`config.mk`:
```
export PLATFORM = sky130hd
export DESIGN_NAME = div_unit_top
export DESIGN_NICKNAME = d
export VERILOG_FILES = /design/src/div_pkg.sv /design/src/div_job_if.sv /design/src/div_operand_prep.sv /design/src/div_iter_core.sv /design/src/div_result_fix.sv /design/src/div_unit_top.sv
export SDC_FILE = /design/constraint.sdc
export NUM_CORES = 1
export LEC_CHECK = 0
export BUFFER_PORTS_ARGS = -buffer_cell sky130_fd_sc_hd__buf_4
export CORE_ASPECT_RATIO = 1.75
export CORE_MARGIN = 2
export CORE_UTILIZATION = 40
export DETAILED_ROUTE_END_ITERATION = 8
export PLACE_DENSITY_LB_ADDON = 0.15
export RECOVER_POWER = 50
export SYNTH_ARGS = -nofsm -noshare
export SYNTH_HDL_FRONTEND = slang
export SYNTH_SLANG_ARGS = --single-unit
export TNS_END_PERCENT = 1
```
`constraint.sdc`:
```
create_clock -name clk_i -period 10.9 [get_ports clk_i]
set_input_delay 2.18 -clock clk_i [delete_from_list [all_inputs] [get_ports clk_i]]
set_output_delay 2.18 -clock clk_i [all_outputs]
set_load 0.02 [all_outputs]
```
`src/div_pkg.sv`:
```
// shared widths, loop counts, opcode and state enums and the job context for the divide unit
package div_pkg;

    localparam int XLEN = 64;   // datapath width

    typedef logic [XLEN-1:0] bus64_t;

    // loop counter start values, one extra step for the leading dummy bit
    localparam logic [6:0] ITER_64 = 7'd65;
    localparam logic [6:0] ITER_32 = 7'd33;

    // M-extension divide opcodes, word form selected separately
    typedef enum logic [1:0] {
        OP_DIV  = 2'b00,
        OP_DIVU = 2'b01,
        OP_REM  = 2'b10,
        OP_REMU = 2'b11
    } div_op_e;

    // iteration core FSM
    typedef enum logic [1:0] {
        ST_IDLE = 2'b00,
        ST_OP   = 2'b01,    // one quotient bit per cycle
        ST_LAST = 2'b10,    // final compare, no shift
        ST_DONE = 2'b11     // result cycle
    } div_state_e;

    // captured when the core accepts a job, used again at the result cycle
    typedef struct packed {
        div_op_e op;
        logic    word;
        logic    neg_quo;   // quotient gets negated
        logic    neg_rmd;   // remainder gets negated
        logic    div_zero;
        bus64_t  dividend;  // raw operand, returned as remainder on divide by zero
    } div_ctx_t;

endpackage

```
`src/div_job_if.sv`:
```
// job handoff between operand preparation and the iteration core, with the accept reply
interface div_job_if;
    import div_pkg::*;

    logic   request;
    logic   word;
    bus64_t dvnd_mag;   // word jobs arrive in the upper half
    bus64_t dvsr_mag;   // word jobs zero-extended
    logic   accept;     // core takes the job this cycle

    modport prep (
        output request,
        output word,
        output dvnd_mag,
        output dvsr_mag,
        input  accept
    );

    modport core (
        input  request,
        input  word,
        input  dvnd_mag,
        input  dvsr_mag,
        output accept
    );

endinterface

```
`src/div_operand_prep.sv`:
```
// opcode decode and operand magnitudes for the divide unit, registers the job context on accept
module div_operand_prep (
    input  logic             clk_i,
    input  logic             rstn_i,
    input  logic             request_i,
    input  div_pkg::div_op_e op_i,
    input  logic             word_i,
    input  div_pkg::bus64_t  dvnd_i,
    input  div_pkg::bus64_t  dvsr_i,
    div_job_if.prep          job,
    output div_pkg::div_ctx_t ctx_o
);
    import div_pkg::*;

    logic     signed_op;
    logic     dvnd_sign;
    logic     dvsr_sign;
    logic     dvnd_neg;
    logic     dvsr_neg;
    logic     div_zero;
    bus64_t   dvnd_abs;
    bus64_t   dvsr_abs;
    div_ctx_t ctx_d;

    assign signed_op = (op_i == OP_DIV) || (op_i == OP_REM);

    // sign position depends on the operand width
    assign dvnd_sign = word_i ? dvnd_i[31] : dvnd_i[XLEN-1];
    assign dvsr_sign = word_i ? dvsr_i[31] : dvsr_i[XLEN-1];

    assign dvnd_neg = signed_op & dvnd_sign;
    assign dvsr_neg = signed_op & dvsr_sign;

    assign dvnd_abs = dvnd_neg ? (~dvnd_i + 1'b1) : dvnd_i;
    assign dvsr_abs = dvsr_neg ? (~dvsr_i + 1'b1) : dvsr_i;

    assign div_zero = word_i ? ~(|dvsr_i[31:0]) : ~(|dvsr_i);

    assign job.request  = request_i;
    assign job.word     = word_i;
    // word dividend sits high so 32 shifts bring it into the remainder
    assign job.dvnd_mag = word_i ? {dvnd_abs[31:0], 32'b0} : dvnd_abs;
    assign job.dvsr_mag = word_i ? {32'b0, dvsr_abs[31:0]} : dvsr_abs;

    always_comb begin
        ctx_d          = '0;
        ctx_d.op       = op_i;
        ctx_d.word     = word_i;
        ctx_d.neg_quo  = dvnd_neg ^ dvsr_neg;   // truncation toward zero
        ctx_d.neg_rmd  = dvnd_neg;              // remainder follows the dividend
        ctx_d.div_zero = div_zero;
        ctx_d.dividend = dvnd_i;
    end

    // held for the whole operation, read by the result stage
    always_ff @(posedge clk_i) begin
        if (job.accept) begin
            ctx_o <= ctx_d;
        end
    end

    // context must stay put while a job is in flight
    assert property (@(posedge clk_i) disable iff (!rstn_i)
        $changed(ctx_o) |-> $past(job.accept))
        else $error("context changed without an accepted job");

endmodule

```
`src/div_iter_core.sv`:
```
// restoring shift-subtract divider core, one quotient bit per cycle with kill support
module div_iter_core (
    input  logic            clk_i,
    input  logic            rstn_i,
    input  logic            kill_i,
    div_job_if.core         job,
    output div_pkg::bus64_t quo_mag_o,
    output div_pkg::bus64_t rmd_mag_o,
    output logic            busy_o,
    output logic            fin_o
);
    import div_pkg::*;

    div_state_e state_q;
    div_state_e state_d;
    logic [6:0] cnt_q;
    logic [6:0] cnt_d;
    bus64_t     rh_q;       // partial remainder
    bus64_t     rh_d;
    bus64_t     rl_q;       // dividend bits out, quotient bits in
    bus64_t     rl_d;
    bus64_t     dvsr_q;
    bus64_t     dvsr_d;
    bus64_t     rh_tmp;
    logic       q_bit;

    // compare and conditional subtract
    always_comb begin
        if (rh_q >= dvsr_q) begin
            rh_tmp = rh_q - dvsr_q;
            q_bit  = 1'b1;
        end else begin
            rh_tmp = rh_q;
            q_bit  = 1'b0;
        end
    end

    assign job.accept = job.request & ~kill_i & (state_q == ST_IDLE);

    always_comb begin
        state_d = state_q;
        cnt_d   = cnt_q;
        rh_d    = rh_q;
        rl_d    = rl_q;
        dvsr_d  = dvsr_q;
        case (state_q)
            ST_IDLE: begin
                if (job.accept) begin
                    rh_d    = '0;
                    rl_d    = job.dvnd_mag;
                    dvsr_d  = job.dvsr_mag;
                    cnt_d   = job.word ? ITER_32 : ITER_64;
                    state_d = ST_OP;
                end
            end
            ST_OP: begin
                if (kill_i) begin
                    state_d = ST_IDLE;
                end else begin
                    // rh_tmp[63] is still clear here, the partial value has under 64 bits
                    rl_d  = {rl_q[XLEN-2:0], q_bit};
                    rh_d  = {rh_tmp[XLEN-2:0], rl_q[XLEN-1]};
                    cnt_d = cnt_q - 1'b1;
                    if (cnt_d == 7'd1) begin
                        state_d = ST_LAST;
                    end
                end
            end
            ST_LAST: begin
                if (kill_i) begin
                    state_d = ST_IDLE;
                end else begin
                    rl_d    = {rl_q[XLEN-2:0], q_bit};
                    rh_d    = rh_tmp;   // final remainder, no shift
                    state_d = ST_DONE;
                end
            end
            ST_DONE: begin
                state_d = ST_IDLE;
            end
            default: state_d = ST_IDLE;
        endcase
    end

    always_ff @(posedge clk_i or negedge rstn_i) begin
        if (!rstn_i) begin
            state_q <= ST_IDLE;
            cnt_q   <= '0;
        end else begin
            state_q <= state_d;
            cnt_q   <= cnt_d;
        end
    end

    // datapath registers
    always_ff @(posedge clk_i) begin
        rh_q   <= rh_d;
        rl_q   <= rl_d;
        dvsr_q <= dvsr_d;
    end

    assign busy_o    = (state_q == ST_OP) || (state_q == ST_LAST);
    assign fin_o     = (state_q == ST_DONE) & ~kill_i;     // flush drops the result too
    assign quo_mag_o = rl_q;
    assign rmd_mag_o = rh_q;

    assert property (@(posedge clk_i) disable iff (!rstn_i)
        !(fin_o && busy_o))
        else $error("fin and busy high together");

    assert property (@(posedge clk_i) disable iff (!rstn_i)
        fin_o |=> !fin_o)
        else $error("fin longer than one cycle");

    // the loop shift drops the top remainder bit
    assert property (@(posedge clk_i) disable iff (!rstn_i)
        (state_q == ST_OP) |-> !rh_tmp[XLEN-1])
        else $error("partial remainder lost its top bit in the shift");

endmodule

```
`src/div_result_fix.sv`:
```
// sign correction, divide-by-zero substitution and result select for the divide unit
module div_result_fix (
    input  logic              fin_i,
    input  div_pkg::div_ctx_t ctx_i,
    input  div_pkg::bus64_t   quo_mag_i,
    input  div_pkg::bus64_t   rmd_mag_i,
    output div_pkg::bus64_t   result_o,
    output logic              done_o
);
    import div_pkg::*;

    bus64_t quo_fix;
    bus64_t rmd_fix;
    bus64_t pick;
    bus64_t res;

    always_comb begin
        quo_fix = ctx_i.neg_quo ? (~quo_mag_i + 1'b1) : quo_mag_i;
        rmd_fix = ctx_i.neg_rmd ? (~rmd_mag_i + 1'b1) : rmd_mag_i;
        if (ctx_i.div_zero) begin
            quo_fix = '1;               // all ones, also after word extension
            rmd_fix = ctx_i.dividend;
        end
    end

    // signed overflow needs nothing here, the magnitude already equals the dividend
    always_comb begin
        case (ctx_i.op)
            OP_DIV,
            OP_DIVU: pick = quo_fix;
            OP_REM,
            OP_REMU: pick = rmd_fix;
            default: pick = quo_fix;
        endcase
    end

    // word results sign-extended from bit 31, also for the unsigned forms
    assign res = ctx_i.word ? {{(XLEN-32){pick[31]}}, pick[31:0]} : pick;

    assign result_o = fin_i ? res : '0;     // zero outside the result cycle
    assign done_o   = fin_i;

endmodule

```
`src/div_unit_top.sv`:
```
// top level of the integer divide unit, plain ports for the execution stage
module div_unit_top (
    input  logic             clk_i,
    input  logic             rstn_i,
    input  logic             kill_i,
    input  logic             request_i,
    input  div_pkg::div_op_e op_i,
    input  logic             word_i,
    input  div_pkg::bus64_t  dvnd_i,    // rs1
    input  div_pkg::bus64_t  dvsr_i,    // rs2
    output div_pkg::bus64_t  result_o,
    output logic             busy_o,
    output logic             done_o
);
    import div_pkg::*;

    div_ctx_t ctx;
    bus64_t   quo_mag;
    bus64_t   rmd_mag;
    logic     fin;

    div_job_if job ();

    div_operand_prep u_prep (
        .clk_i     (clk_i),
        .rstn_i    (rstn_i),
        .request_i (request_i),
        .op_i      (op_i),
        .word_i    (word_i),
        .dvnd_i    (dvnd_i),
        .dvsr_i    (dvsr_i),
        .job       (job.prep),
        .ctx_o     (ctx)
    );

    div_iter_core u_core (
        .clk_i     (clk_i),
        .rstn_i    (rstn_i),
        .kill_i    (kill_i),
        .job       (job.core),
        .quo_mag_o (quo_mag),
        .rmd_mag_o (rmd_mag),
        .busy_o    (busy_o),
        .fin_o     (fin)
    );

    div_result_fix u_fix (
        .fin_i     (fin),
        .ctx_i     (ctx),
        .quo_mag_i (quo_mag),
        .rmd_mag_i (rmd_mag),
        .result_o  (result_o),
        .done_o    (done_o)
    );

endmodule

```
==> results_dict.tcl, run 1 <==
set metrics [dict create \
    period_share_pct 64.95 \
    setup_viol 0 \
    finalHoldViolCount 0 \
    synth.avg_cell_area_sq_um 8.654 \
    gp_congestion 0.9479 \
    max_cap_viol_count 8 \
    dp_hpwl_mm 63.99 \
    synth_edf_count 261 \
    drv_slew 427 \
    layout.nets 2912 \
    grt_setup_unrepaired "no" \
    dieArea_sq_mm 0.05800 \
    cp.buffers_inverters 2 \
    status "finished with violations" \
    drc 0 \
    h-tree-depth 1 \
    cts-hold-fix-buffers 0 \
    cts_tree "done" \
    start_kind "flop" \
    postSynthCellCount 2589 \
    fmax_ghz 0.1413 \
    yosys_warnings 0 \
    max-vdd-ir-drop_mv 0.1623 \
    cp_max_fo 32 \
    synth.most_common_cell "edfxtp_1" \
    postLayoutSetupSlackWorst_ns 3.821 \
    slowest_stage "or4_1" \
    cp_top_family "simple AND/OR/NAND/NOR gates" \
    ys_seq_elements 270 \
    viasPerCell 6.048 \
    synth_cell_types 85 \
    ioPinCount 201 \
    post-cts-setup-buffers 0 \
    rrSetupSlack_ns 5.78 \
    first_pass_iters 7 \
    synth_largest_area_cell "edfxtp_1" \
    cts.clk_slew.worst_paths_ns 0.06 \
    ant_nets 0 \
    required_ns 8.72 \
    drive_gt1_share_pct 8.413 \
    clk_latency_ns 0.60 \
    track_usage_pct 27.86 \
    fin_crit_ns 7.079 \
    antenna_found_initial 1 \
    path_class "flop to primary output" \
    rows 114 \
    die_y_um 317.1 \
    clockBufferDepth 3 \
    grt_pass1_vias 20490 \
    ys_top_cells_by_area "edfxtp_1, xnor2_1, xor2_1" \
    relSlewSlack_pct -152.8 \
    p_leak_nw 9.288 \
    crit_chain "or4_1, nor4_1, nand4_1, o31ai_1, xnor2_1, nor2_1, a2111oi_0, a31oi_1, a21boi_2, buf_4, a2111oi_0, buf_4" \
    cts_resized 0 \
    cp.arrival_ns 4.90 \
    synth.top_cell.area_share_pct 34.98 \
    cts_sinks 270 \
    vias 20670 \
    tightest_slew_ns 3.792 \
    fin_skew_ns 0.01438 \
    netlist_top_cells_count "edfxtp_1, nand2_1, nor2_1" \
    postPlaceCellArea_sq_mm 0.02447 \
    grt_first_pass_wirelength_mm 124.0 \
    ys_seq_area_share_pct 35.99 \
    critPathCaptureType "primary output" \
    crit_path_max_incr_delay_ns 0.60 \
    syn2layout_area_growth_pct 12.12 \
    final_area_sq_mm 0.02512 \
    routedWlPerCell_um 24.10 \
    hold_path_class "flop to flop" \
    io_buffers 200 \
    syn-num-nets 2801 \
    synth_flop_cell "edfxtp_1" \
    overflow 0 \
    wirelength_mm 82.38 \
    grt_max_degree 66 \
    core-area_sq_mm 0.05534 \
    p_per_area_mw_per_mm2 274.0 \
    start_util_pct 40.48 \
    violations "capacitance limit, slew limit" \
    cts_made_buffers 30 \
    clockRootBuffer "clkbuf_16" \
    syn-cell-area_sq_mm 0.02241 \
    total_power_mw 6.883 \
    async_reset_ff_share_pct 3.333 \
    drtIter0Drc 1677 \
    dieWidth_um 182.9 \
    final.setup.tns_ns 0 \
    num_antenna_cells 0 \
    place_ws_ns 4.350 \
]
power breakdown:
group          internal, mW  leakage, nW  switching, mW
logic                  1.33         6.18           2.36
registers              1.69         2.65          0.461
clock network         0.587        0.467          0.449
layer usage:
| layer | share of wire [%] | global-route usage (%) | wire, um |
|---|---|---|---|
| met2 | 49 | 48.90 | 40160 |
| met3 | 4.8 | 2.726 | 3964 |
| met1 | 39 | 32.71 | 32420 |
| met5 | 0 | 0 | 0 |
| met4 | 7.1 | 17.44 | 5836 |
worst reg2reg max path: stages, from the launching register on:
cell and delay, ns:
edfxtp_1 0.51, ha_1 0.51, nand4_1 0.22, or3_1 0.55
or4_1 0.55, and4_1 0.28, a211o_1 0.37, nand2_4 0.29
buf_4 0.70, mux2_2 0.47, a2bb2o_1 0.27, and2_1 0.15
metrics by stage:
stage,hold slack [ns],cells,util [%]
final,0.5653,3418,45.39
after global routing,0.6280,3418,45.39
after CTS,0.5689,3418,45.94
after detailed placement,0.5605,3364,44.22
after global placement,0.5225,3364,44.22
after floorplan,0.5005,2589,-
cells by family after synthesis:
kind of cell	Yosys count	synth area share, %
AND/OR/NAND/NOR	821	17.63
AO/OA/AOI/OAI	797	23.04
XOR/XNOR	284	11.10
flip-flops	270	35.99
buffers and inverters	265	4.540
adder cells (fa/ha/maj)	77	4.333
multiplexers	75	3.373
layout by cell type (no fill, tap or decap), types with 9 or more instances in the layout:
master | Yosys | routed
or2_2 | 9 | 9
xor2_1 | 137 | 137
nor2_1 | 234 | 234
nor2b_1 | 17 | 16
clkbuf_16 | 0 | 31
o31ai_1 | 69 | 69
clkbuf_1 | 118 | 84
a21oi_1 | 163 | 161
a31oi_1 | 18 | 18
o211ai_1 | 16 | 16
dfrtp_1 | 9 | 9
nand2_1 | 251 | 251
edfxtp_1 | 261 | 261
mux2i_1 | 71 | 71
o21ai_0 | 206 | 206
nand4_1 | 28 | 28
nand2b_1 | 29 | 29
a22oi_1 | 20 | 20
nand3_1 | 48 | 48
or3_1 | 35 | 35
nor3_1 | 51 | 50
a211oi_1 | 21 | 21
xnor2_1 | 147 | 147
nor4_1 | 26 | 26
o21bai_1 | 11 | 11
o21a_1 | 15 | 15
inv_1 | 116 | 116
or4_1 | 24 | 24
o22ai_1 | 73 | 73
a221oi_1 | 31 | 31
and2_1 | 27 | 27
buf_4 | 2 | 150
o41ai_1 | 33 | 33
a21o_1 | 42 | 42
ha_1 | 76 | 75
o221ai_1 | 18 | 18
flip-flops by register name, indices dropped and copies added, names as in the netlist:
name	count
u_core.state_q	2
u_core.cnt_q	7
u_prep.ctx_o	69
u_core.rmd_mag_o	64
u_core.quo_mag_o	64
u_core.dvsr_q	64
worst paths after layout:
check	cells after the start	start	end
max in group asynchronous	1	rstn_i	u_core.cnt_q[4]$_DFFE_PN0P_
worst max-delay path	12	u_core.quo_mag_o[4]$_DFFE_PP_	result_o[54]
min in group asynchronous	1	rstn_i	u_core.state_q[1]$_DFFE_PN0P_
worst min register to register	2	u_core.cnt_q[6]$_DFFE_PN0P_	u_core.cnt_q[6]$_DFFE_PN0P_
worst min-delay path	2	u_core.cnt_q[6]$_DFFE_PN0P_	u_core.cnt_q[6]$_DFFE_PN0P_
worst max register to register	11	u_core.rmd_mag_o[28]$_DFFE_PP_	u_core.rmd_mag_o[33]$_DFFE_PP_
layout make-up:
cell class,count,area (sq um)
Fill cell,5559,30220
Multi-Input combinational cell,2054,13380
Sequential cell,270,8063
Timing Repair Buffer,227,1419
Tap cell,696,870.8
Clock buffer,39,805.8
Inverter,117,439.2
Clock inverter,15,146.4
(Power assumes the default switching activity.)
==> run 2, diff against run 1 <==
clock period = 6.63 ns   (was 10.9 ns; I/O delays follow)
==> run 2 against run 1 <==
The run still ends with capacitance limit, slew limit left; die area unchanged; cell count up 0.26%; count of clock-buffer cells in the layout decreased by 7; worst hold slack worse by 0.022 ns; cell area is 0.66% higher; combinational power rose by 65%; clock skew grew 0.011 ns; sequential power increased by 65%; via count rose by 1.4%; sequential share of layout area decreased by 0.21 points; clock power up 81%; largest cell class unchanged; largest power group unchanged; highest routed layer unchanged.
==> results_dict.tcl, run 2 (synthesized netlist as in run 1, its figures left out) <==
set metrics [dict create \
    cts-hold-fix-buffers 0 \
    hold_path_class "flop to flop" \
    drive_gt1_share_pct 8.978 \
    clkPwrFrac_pct 16.3 \
    critPathCaptureType "primary output" \
    slowest_stage "a2111oi_0" \
    p_per_area_mw_per_mm2 455.7 \
    antenna_found_initial 2 \
    hold_path_depth 2 \
    max_cap_viol_count 8 \
    clk_latency_ns 0.62 \
    mostFrequentLayoutCell "edfxtp_1" \
    core-area_sq_mm 0.05534 \
    r2r_cells 7 \
    gp_congestion 0.9441 \
    total_power_mw 11.52 \
    grt_max_degree 66 \
    drc 0 \
    dieWidth_um 182.9 \
    max-vdd-ir-drop_mv 0.2539 \
    r2r-end "u_core.quo_mag_o[50]$_DFFE_PP_" \
    rrSetupSlack_ns 1.04 \
    overflow 0 \
    fin_crit_ns 6.468 \
    setup_viol 0 \
    required_ns 5.30 \
    clockBufferDepth 3 \
    start_kind "flop" \
    cp_max_fo 7 \
    r2r-start "u_core.state_q[0]$_DFFE_PN0P_" \
    drv_slew 349 \
    p_int_mw 6.078 \
    grt_pass1_vias 20620 \
    hold_ws_ns 0.5437 \
    cts_made_buffers 29 \
    io_buffers 200 \
    cts_resized 0 \
    dp_hpwl_mm 65.62 \
    dieArea_sq_mm 0.05800 \
    p_leak_nw 9.380 \
    hold_end "u_core.cnt_q[6]$_DFFE_PN0P_" \
    p_switching_mw 5.444 \
    rows 114 \
    cp.buffers_inverters 1 \
    viasPerCell 6.115 \
    cts_sinks 270 \
    final_cell_mix "edfxtp_1, nand2_1, nor2_1, o21ai_0, a21oi_1" \
    h-tree-depth 1 \
    cts.clk_slew.worst_paths_ns 0.06 \
    cp.arrival_ns 5.14 \
    cp_common_cell "a2111oi_0" \
    routedWlPerCell_um 24.62 \
    ant_nets 0 \
    track_usage_pct 28.57 \
    crit_path_max_incr_delay_ns 0.85 \
    status "finished with violations" \
    start_util_pct 40.48 \
    top_register "u_prep.ctx_o" \
    period_share_pct 97.56 \
    grt_setup_unrepaired "no" \
    grt_first_pass_wirelength_mm 126.1 \
    crit_chain "or4_1, nor4_1, nand4_1, o31ai_1, xnor2_1, nor2_1, a2111oi_0, a31oi_1, a21boi_2, a2111oi_0, buf_4" \
    n_fill_cell 5544 \
    cp_top_family "compound AO/OA/AOI/OAI gates" \
    violations "capacitance limit, slew limit" \
    final.setup.tns_ns 0 \
    fmax_ghz 0.1546 \
    hold_path_startpoint "u_core.cnt_q[6]$_DFFE_PN0P_" \
    seq_power_share_pct 30.7 \
    largest_reg_flops 69 \
    first_pass_iters 6 \
    cts_tree "done" \
    finalHoldViolCount 0 \
    syn2layout_area_growth_pct 12.86 \
    sw_frac_of_total_pct 47.25 \
    worstSetupStartpoint "u_core.quo_mag_o[4]$_DFFE_PP_" \
    fin_skew_ns 0.02583 \
    relSlewSlack_pct -160.4 \
    wirelength_mm 84.36 \
    vias 20960 \
    path_class "flop to primary output" \
    tightest_slew_ns 3.906 \
    layout.nets 2919 \
    drtIter0Drc 1833 \
    clockRootBuffer "clkbuf_16" \
    ioPinCount 201 \
    p_comb_share_pct 53.0 \
    post-cts-setup-buffers 0 \
    die_y_um 317.1 \
]
[run 2: changes by cell type in the layout (fill, tap and decap cells not counted)]
cell | before | now
ha_1 | 75 | 76
clkbuf_2 | 0 | 1
or2_2 | 9 | 8
clkbuf_16 | 31 | 29
clkinv_4 | 0 | 3
clkinvlp_4 | 0 | 2
bufinv_16 | 3 | 8
clkinv_1 | 7 | 3
diode_2 | 0 | 2
or2_0 | 0 | 1
clkbuf_1 | 84 | 77
ha_4 | 1 | 0
buf_4 | 150 | 159
[run 2: worst max-delay path by stage]
| stage | end | slack (ns) | depth (start not counted) |
|---|---|---|---|
| 3_5_place_dp | result_o[54] | 0.89 | 11 |
| 6_report | result_o[54] | 0.16 | 11 |
| 3_3_place_gp | result_o[54] | 0.90 | 9 |
| 5_1_grt | result_o[54] | 0.04 | 9 |
| 2_1_floorplan | u_core.dvsr_q[0]$_DFFE_PP_ | 1.17 | 3 |
| 4_1_cts | result_o[54] | 0.22 | 11 |
[run 2: area by class of cell]
| cell class | count | area (sq um) | area share (%) |
|---|---|---|---|
| inverters | 117 | 439.2 | 1.737 |
| flip-flops and latches | 270 | 8063 | 31.89 |
| well taps | 696 | 870.8 | 3.444 |
| clock buffers | 32 | 737.0 | 2.915 |
| clock inverters | 21 | 322.8 | 1.277 |
| diodes | 2 | 5.005 | 0.01979 |
| repair buffers | 235 | 1484 | 5.869 |
| multi-input cells | 2054 | 13360 | 52.85 |
[run 2: routing by layer]
| metal | GRT usage (%) | share of wire [%] |
|---|---|---|
| met5 | 0 | 0 |
| met4 | 16.69 | 6.3 |
| met3 | 2.325 | 5.1 |
| met2 | 50.41 | 49 |
| met1 | 34.12 | 39 |
[run 2: worst min-delay path, cell delays in order, from the launching register on]
cell and delay [ns]:
dfrtp_1 0.37, nor2_1 0.05, nor2_1 0.09
[run 2: per-stage QoR]
step	util (%)	setup WS, ns	cell area (sq um)	std cells
CTS	46.24	0.2229	25590	3425
global route	45.69	0.04417	25290	3427
detailed placement	44.33	0.8895	24530	3372
global placement	44.33	0.9035	24530	3372
floorplan	-	1.170	22410	2589
finish	45.69	0.1616	25290	3427
[run 2: power groups by stage]
stage                     logic (mW)  clock network, mW  registers [mW]
after global placement          6.04                  0            3.46
after CTS                       6.09               1.92            3.46
final                           6.10               1.88            3.54
after detailed placement        6.04                  0            3.49
after floorplan                 4.36                  0            3.25
after global routing            6.66               1.97            3.62
==> run 3, diff against run 2 <==
BUFFER_PORTS_ARGS = -buffer_cell sky130_fd_sc_hd__buf_2   (was -buffer_cell sky130_fd_sc_hd__buf_4)
==> run 3 against run 2 <==
The flow still finishes with violations (capacitance limit, slew limit); core utilization shrank 0.66 points; via count down 0.75%; cell area shrank 1.4%; clock skew is 0.0013 ns lower; sequential power is essentially flat; critical path type unchanged; critical endpoint unchanged; largest cell class unchanged; highest routed layer unchanged.
==> results_dict.tcl, run 3 (synthesized netlist as in run 1, its figures left out) <==
set metrics [dict create \
    status "finished with violations" \
    violations "capacitance limit, slew limit" \
    cts-hold-fix-buffers 0 \
    start_util_pct 40.48 \
    setup_viol 0 \
    ioPinCount 201 \
    p_per_area_mw_per_mm2 456.3 \
    cts_sinks 270 \
    sw_frac_of_total_pct 47.80 \
    h-tree-depth 1 \
    slowest_stage "a2111oi_1" \
    tightest_slew_ns 3.750 \
    cp_max_fo 7 \
    p_int_mw 5.936 \
    p_comb_share_pct 53.3 \
    grt_first_pass_wirelength_mm 123.7 \
    fin_crit_ns 6.261 \
    cts_made_buffers 30 \
    ant_nets 0 \
    top_register "u_prep.ctx_o" \
    start_kind "flop" \
    clkPwrFrac_pct 15.9 \
    dp_hpwl_mm 65.00 \
    fin_skew_ns 0.02458 \
    vias 20800 \
    first_pass_iters 8 \
    routedWlPerCell_um 24.21 \
    cp_top_family "simple AND/OR/NAND/NOR gates" \
    final.setup.tns_ns 0 \
    cp_common_cell "nor4_1" \
    finalHoldViolCount 0 \
    path_class "flop to primary output" \
    cp.buffers_inverters 1 \
    relSlewSlack_pct -150.0 \
    r2r-start "u_core.state_q[0]$_DFFE_PN0P_" \
    postPlaceCellArea_sq_mm 0.02404 \
    cts.clk_slew.worst_paths_ns 0.07 \
    cts_tree "done" \
    viasPerCell 6.065 \
    drv_slew 406 \
    grt_pass1_vias 20660 \
    period_share_pct 94.44 \
    p_leak_nw 9.313 \
    syn2layout_area_growth_pct 11.23 \
    num_antenna_cells 0 \
    p_switching_mw 5.435 \
    final_cell_mix "edfxtp_1, nand2_1, nor2_1, o21ai_0, a21oi_1" \
    grt_max_degree 66 \
    gp_congestion 0.9407 \
    crit_path_max_incr_delay_ns 0.75 \
    drtIter0Drc 1790 \
    rows 114 \
    crit_chain "nor4_1, nor4b_4, nand4_1, nor4_1, nand2_1, o41ai_1, xor2_1, a2111oi_1, buf_2" \
    wirelength_mm 83.03 \
    die_y_um 317.1 \
    max-vdd-ir-drop_mv 0.2340 \
    worstSetupStartpoint "u_core.rmd_mag_o[12]$_DFFE_PP_" \
    hold_path_class "flop to flop" \
    mostFrequentLayoutCell "edfxtp_1" \
    seq_power_share_pct 30.9 \
    clockRootBuffer "clkbuf_16" \
    critPathCaptureType "primary output" \
    io_buffers 200 \
    drc 0 \
    clockBufferDepth 3 \
    fmax_ghz 0.1597 \
    max_cap_viol_count 10 \
    final_area_sq_mm 0.02492 \
    required_ns 5.30 \
    drive_gt1_share_pct 9.038 \
    largest_reg_flops 69 \
    track_usage_pct 27.97 \
    cp.arrival_ns 4.94 \
    antenna_found_initial 0 \
    overflow 0 \
    grt_setup_unrepaired "no" \
    clk_latency_ns 0.61 \
    core-area_sq_mm 0.05534 \
    n_fill_cell 5484 \
    hold_path_startpoint "u_core.state_q[1]$_DFFE_PN0P_" \
    dieArea_sq_mm 0.05800 \
    layout.nets 2921 \
    dieWidth_um 182.9 \
]
==> run 3: timing repair <==
| action | CTS | global route |
|---|---|---|
| endpoints found under the setup margin | 0 | 1 |
| resized for setup | 0 | 1 |
| buffers inserted | 0 | 0 |
==> run 3: final timing paths <==
| check | endpoint | depth (start not counted) | slack, ns |
|---|---|---|---|
| min reg2reg | u_core.state_q[1]$_DFFE_PN0P_ | 2 | 0.58 |
| max in group asynchronous | u_core.cnt_q[5]$_DFFE_PN0P_ | 1 | 5.50 |
| max reg2reg | u_core.quo_mag_o[49]$_DFFE_PP_ | 7 | 0.73 |
| max | result_o[54] | 9 | 0.37 |
| min in group asynchronous | u_core.state_q[1]$_DFFE_PN0P_ | 1 | 0.72 |
| min | u_core.state_q[1]$_DFFE_PN0P_ | 2 | 0.58 |
==> run 3: metal layers <==
layer / GRT usage [%] / share of wire, % / vias to the layer above
met5: 0 / 0 / -
met4: 20.84 / 8.2 / 0
met3: 2.600 / 4.5 / 201
met2: 47.39 / 47 / 770
met1: 33.05 / 40 / 9947
li1: - / - / 9879
==> run 3: power groups by stage <==
| stage | sequential (mW) | clock [mW] | combinational, mW |
|---|---|---|---|
| CTS | 3.45 | 1.84 | 6.03 |
| detailed placement | 3.48 | 0 | 5.98 |
| global placement | 3.45 | 0 | 5.98 |
| finish | 3.51 | 1.80 | 6.06 |
| floorplan | 3.25 | 0 | 4.36 |
| global route | 3.59 | 1.89 | 6.61 |
==> run 3: final cells by class <==
type / instances / area, sq um / share of cell area, %
Multi-Input combinational cell: 2054 / 13360 / 53.62
Sequential cell: 270 / 8063 / 32.35
Inverter: 117 / 439.2 / 1.762
Clock buffer: 33 / 783.3 / 3.143
Clock inverter: 23 / 249.0 / 0.9991
Timing Repair Buffer: 236 / 1154 / 4.629
Tap cell: 696 / 870.8 / 3.494
==> run 3: worst reg2reg max path: stages, from the launching register on <==
cell and delay (ns):
dfrtp_1 0.43, inv_1 0.11, ha_1 0.80, clkbuf_1 0.89
nand2_1 0.23, nand2_1 0.12, a21oi_4 0.15, clkbuf_1 2.61
==> run 3: per-stage QoR <==
step	total power, mW	cells	setup WS [ns]	util, %	hold WS [ns]
2_1_floorplan	7.614	2589	1.170	-	0.5005
3_5_place_dp	9.455	3373	1.022	43.43	0.5522
4_1_cts	11.32	3429	0.3514	45.30	0.5615
6_report	11.37	3429	0.3687	45.03	0.5756
5_1_grt	12.10	3429	0.1466	45.03	0.5816
3_3_place_gp	9.428	3373	0.8524	43.43	0.5288
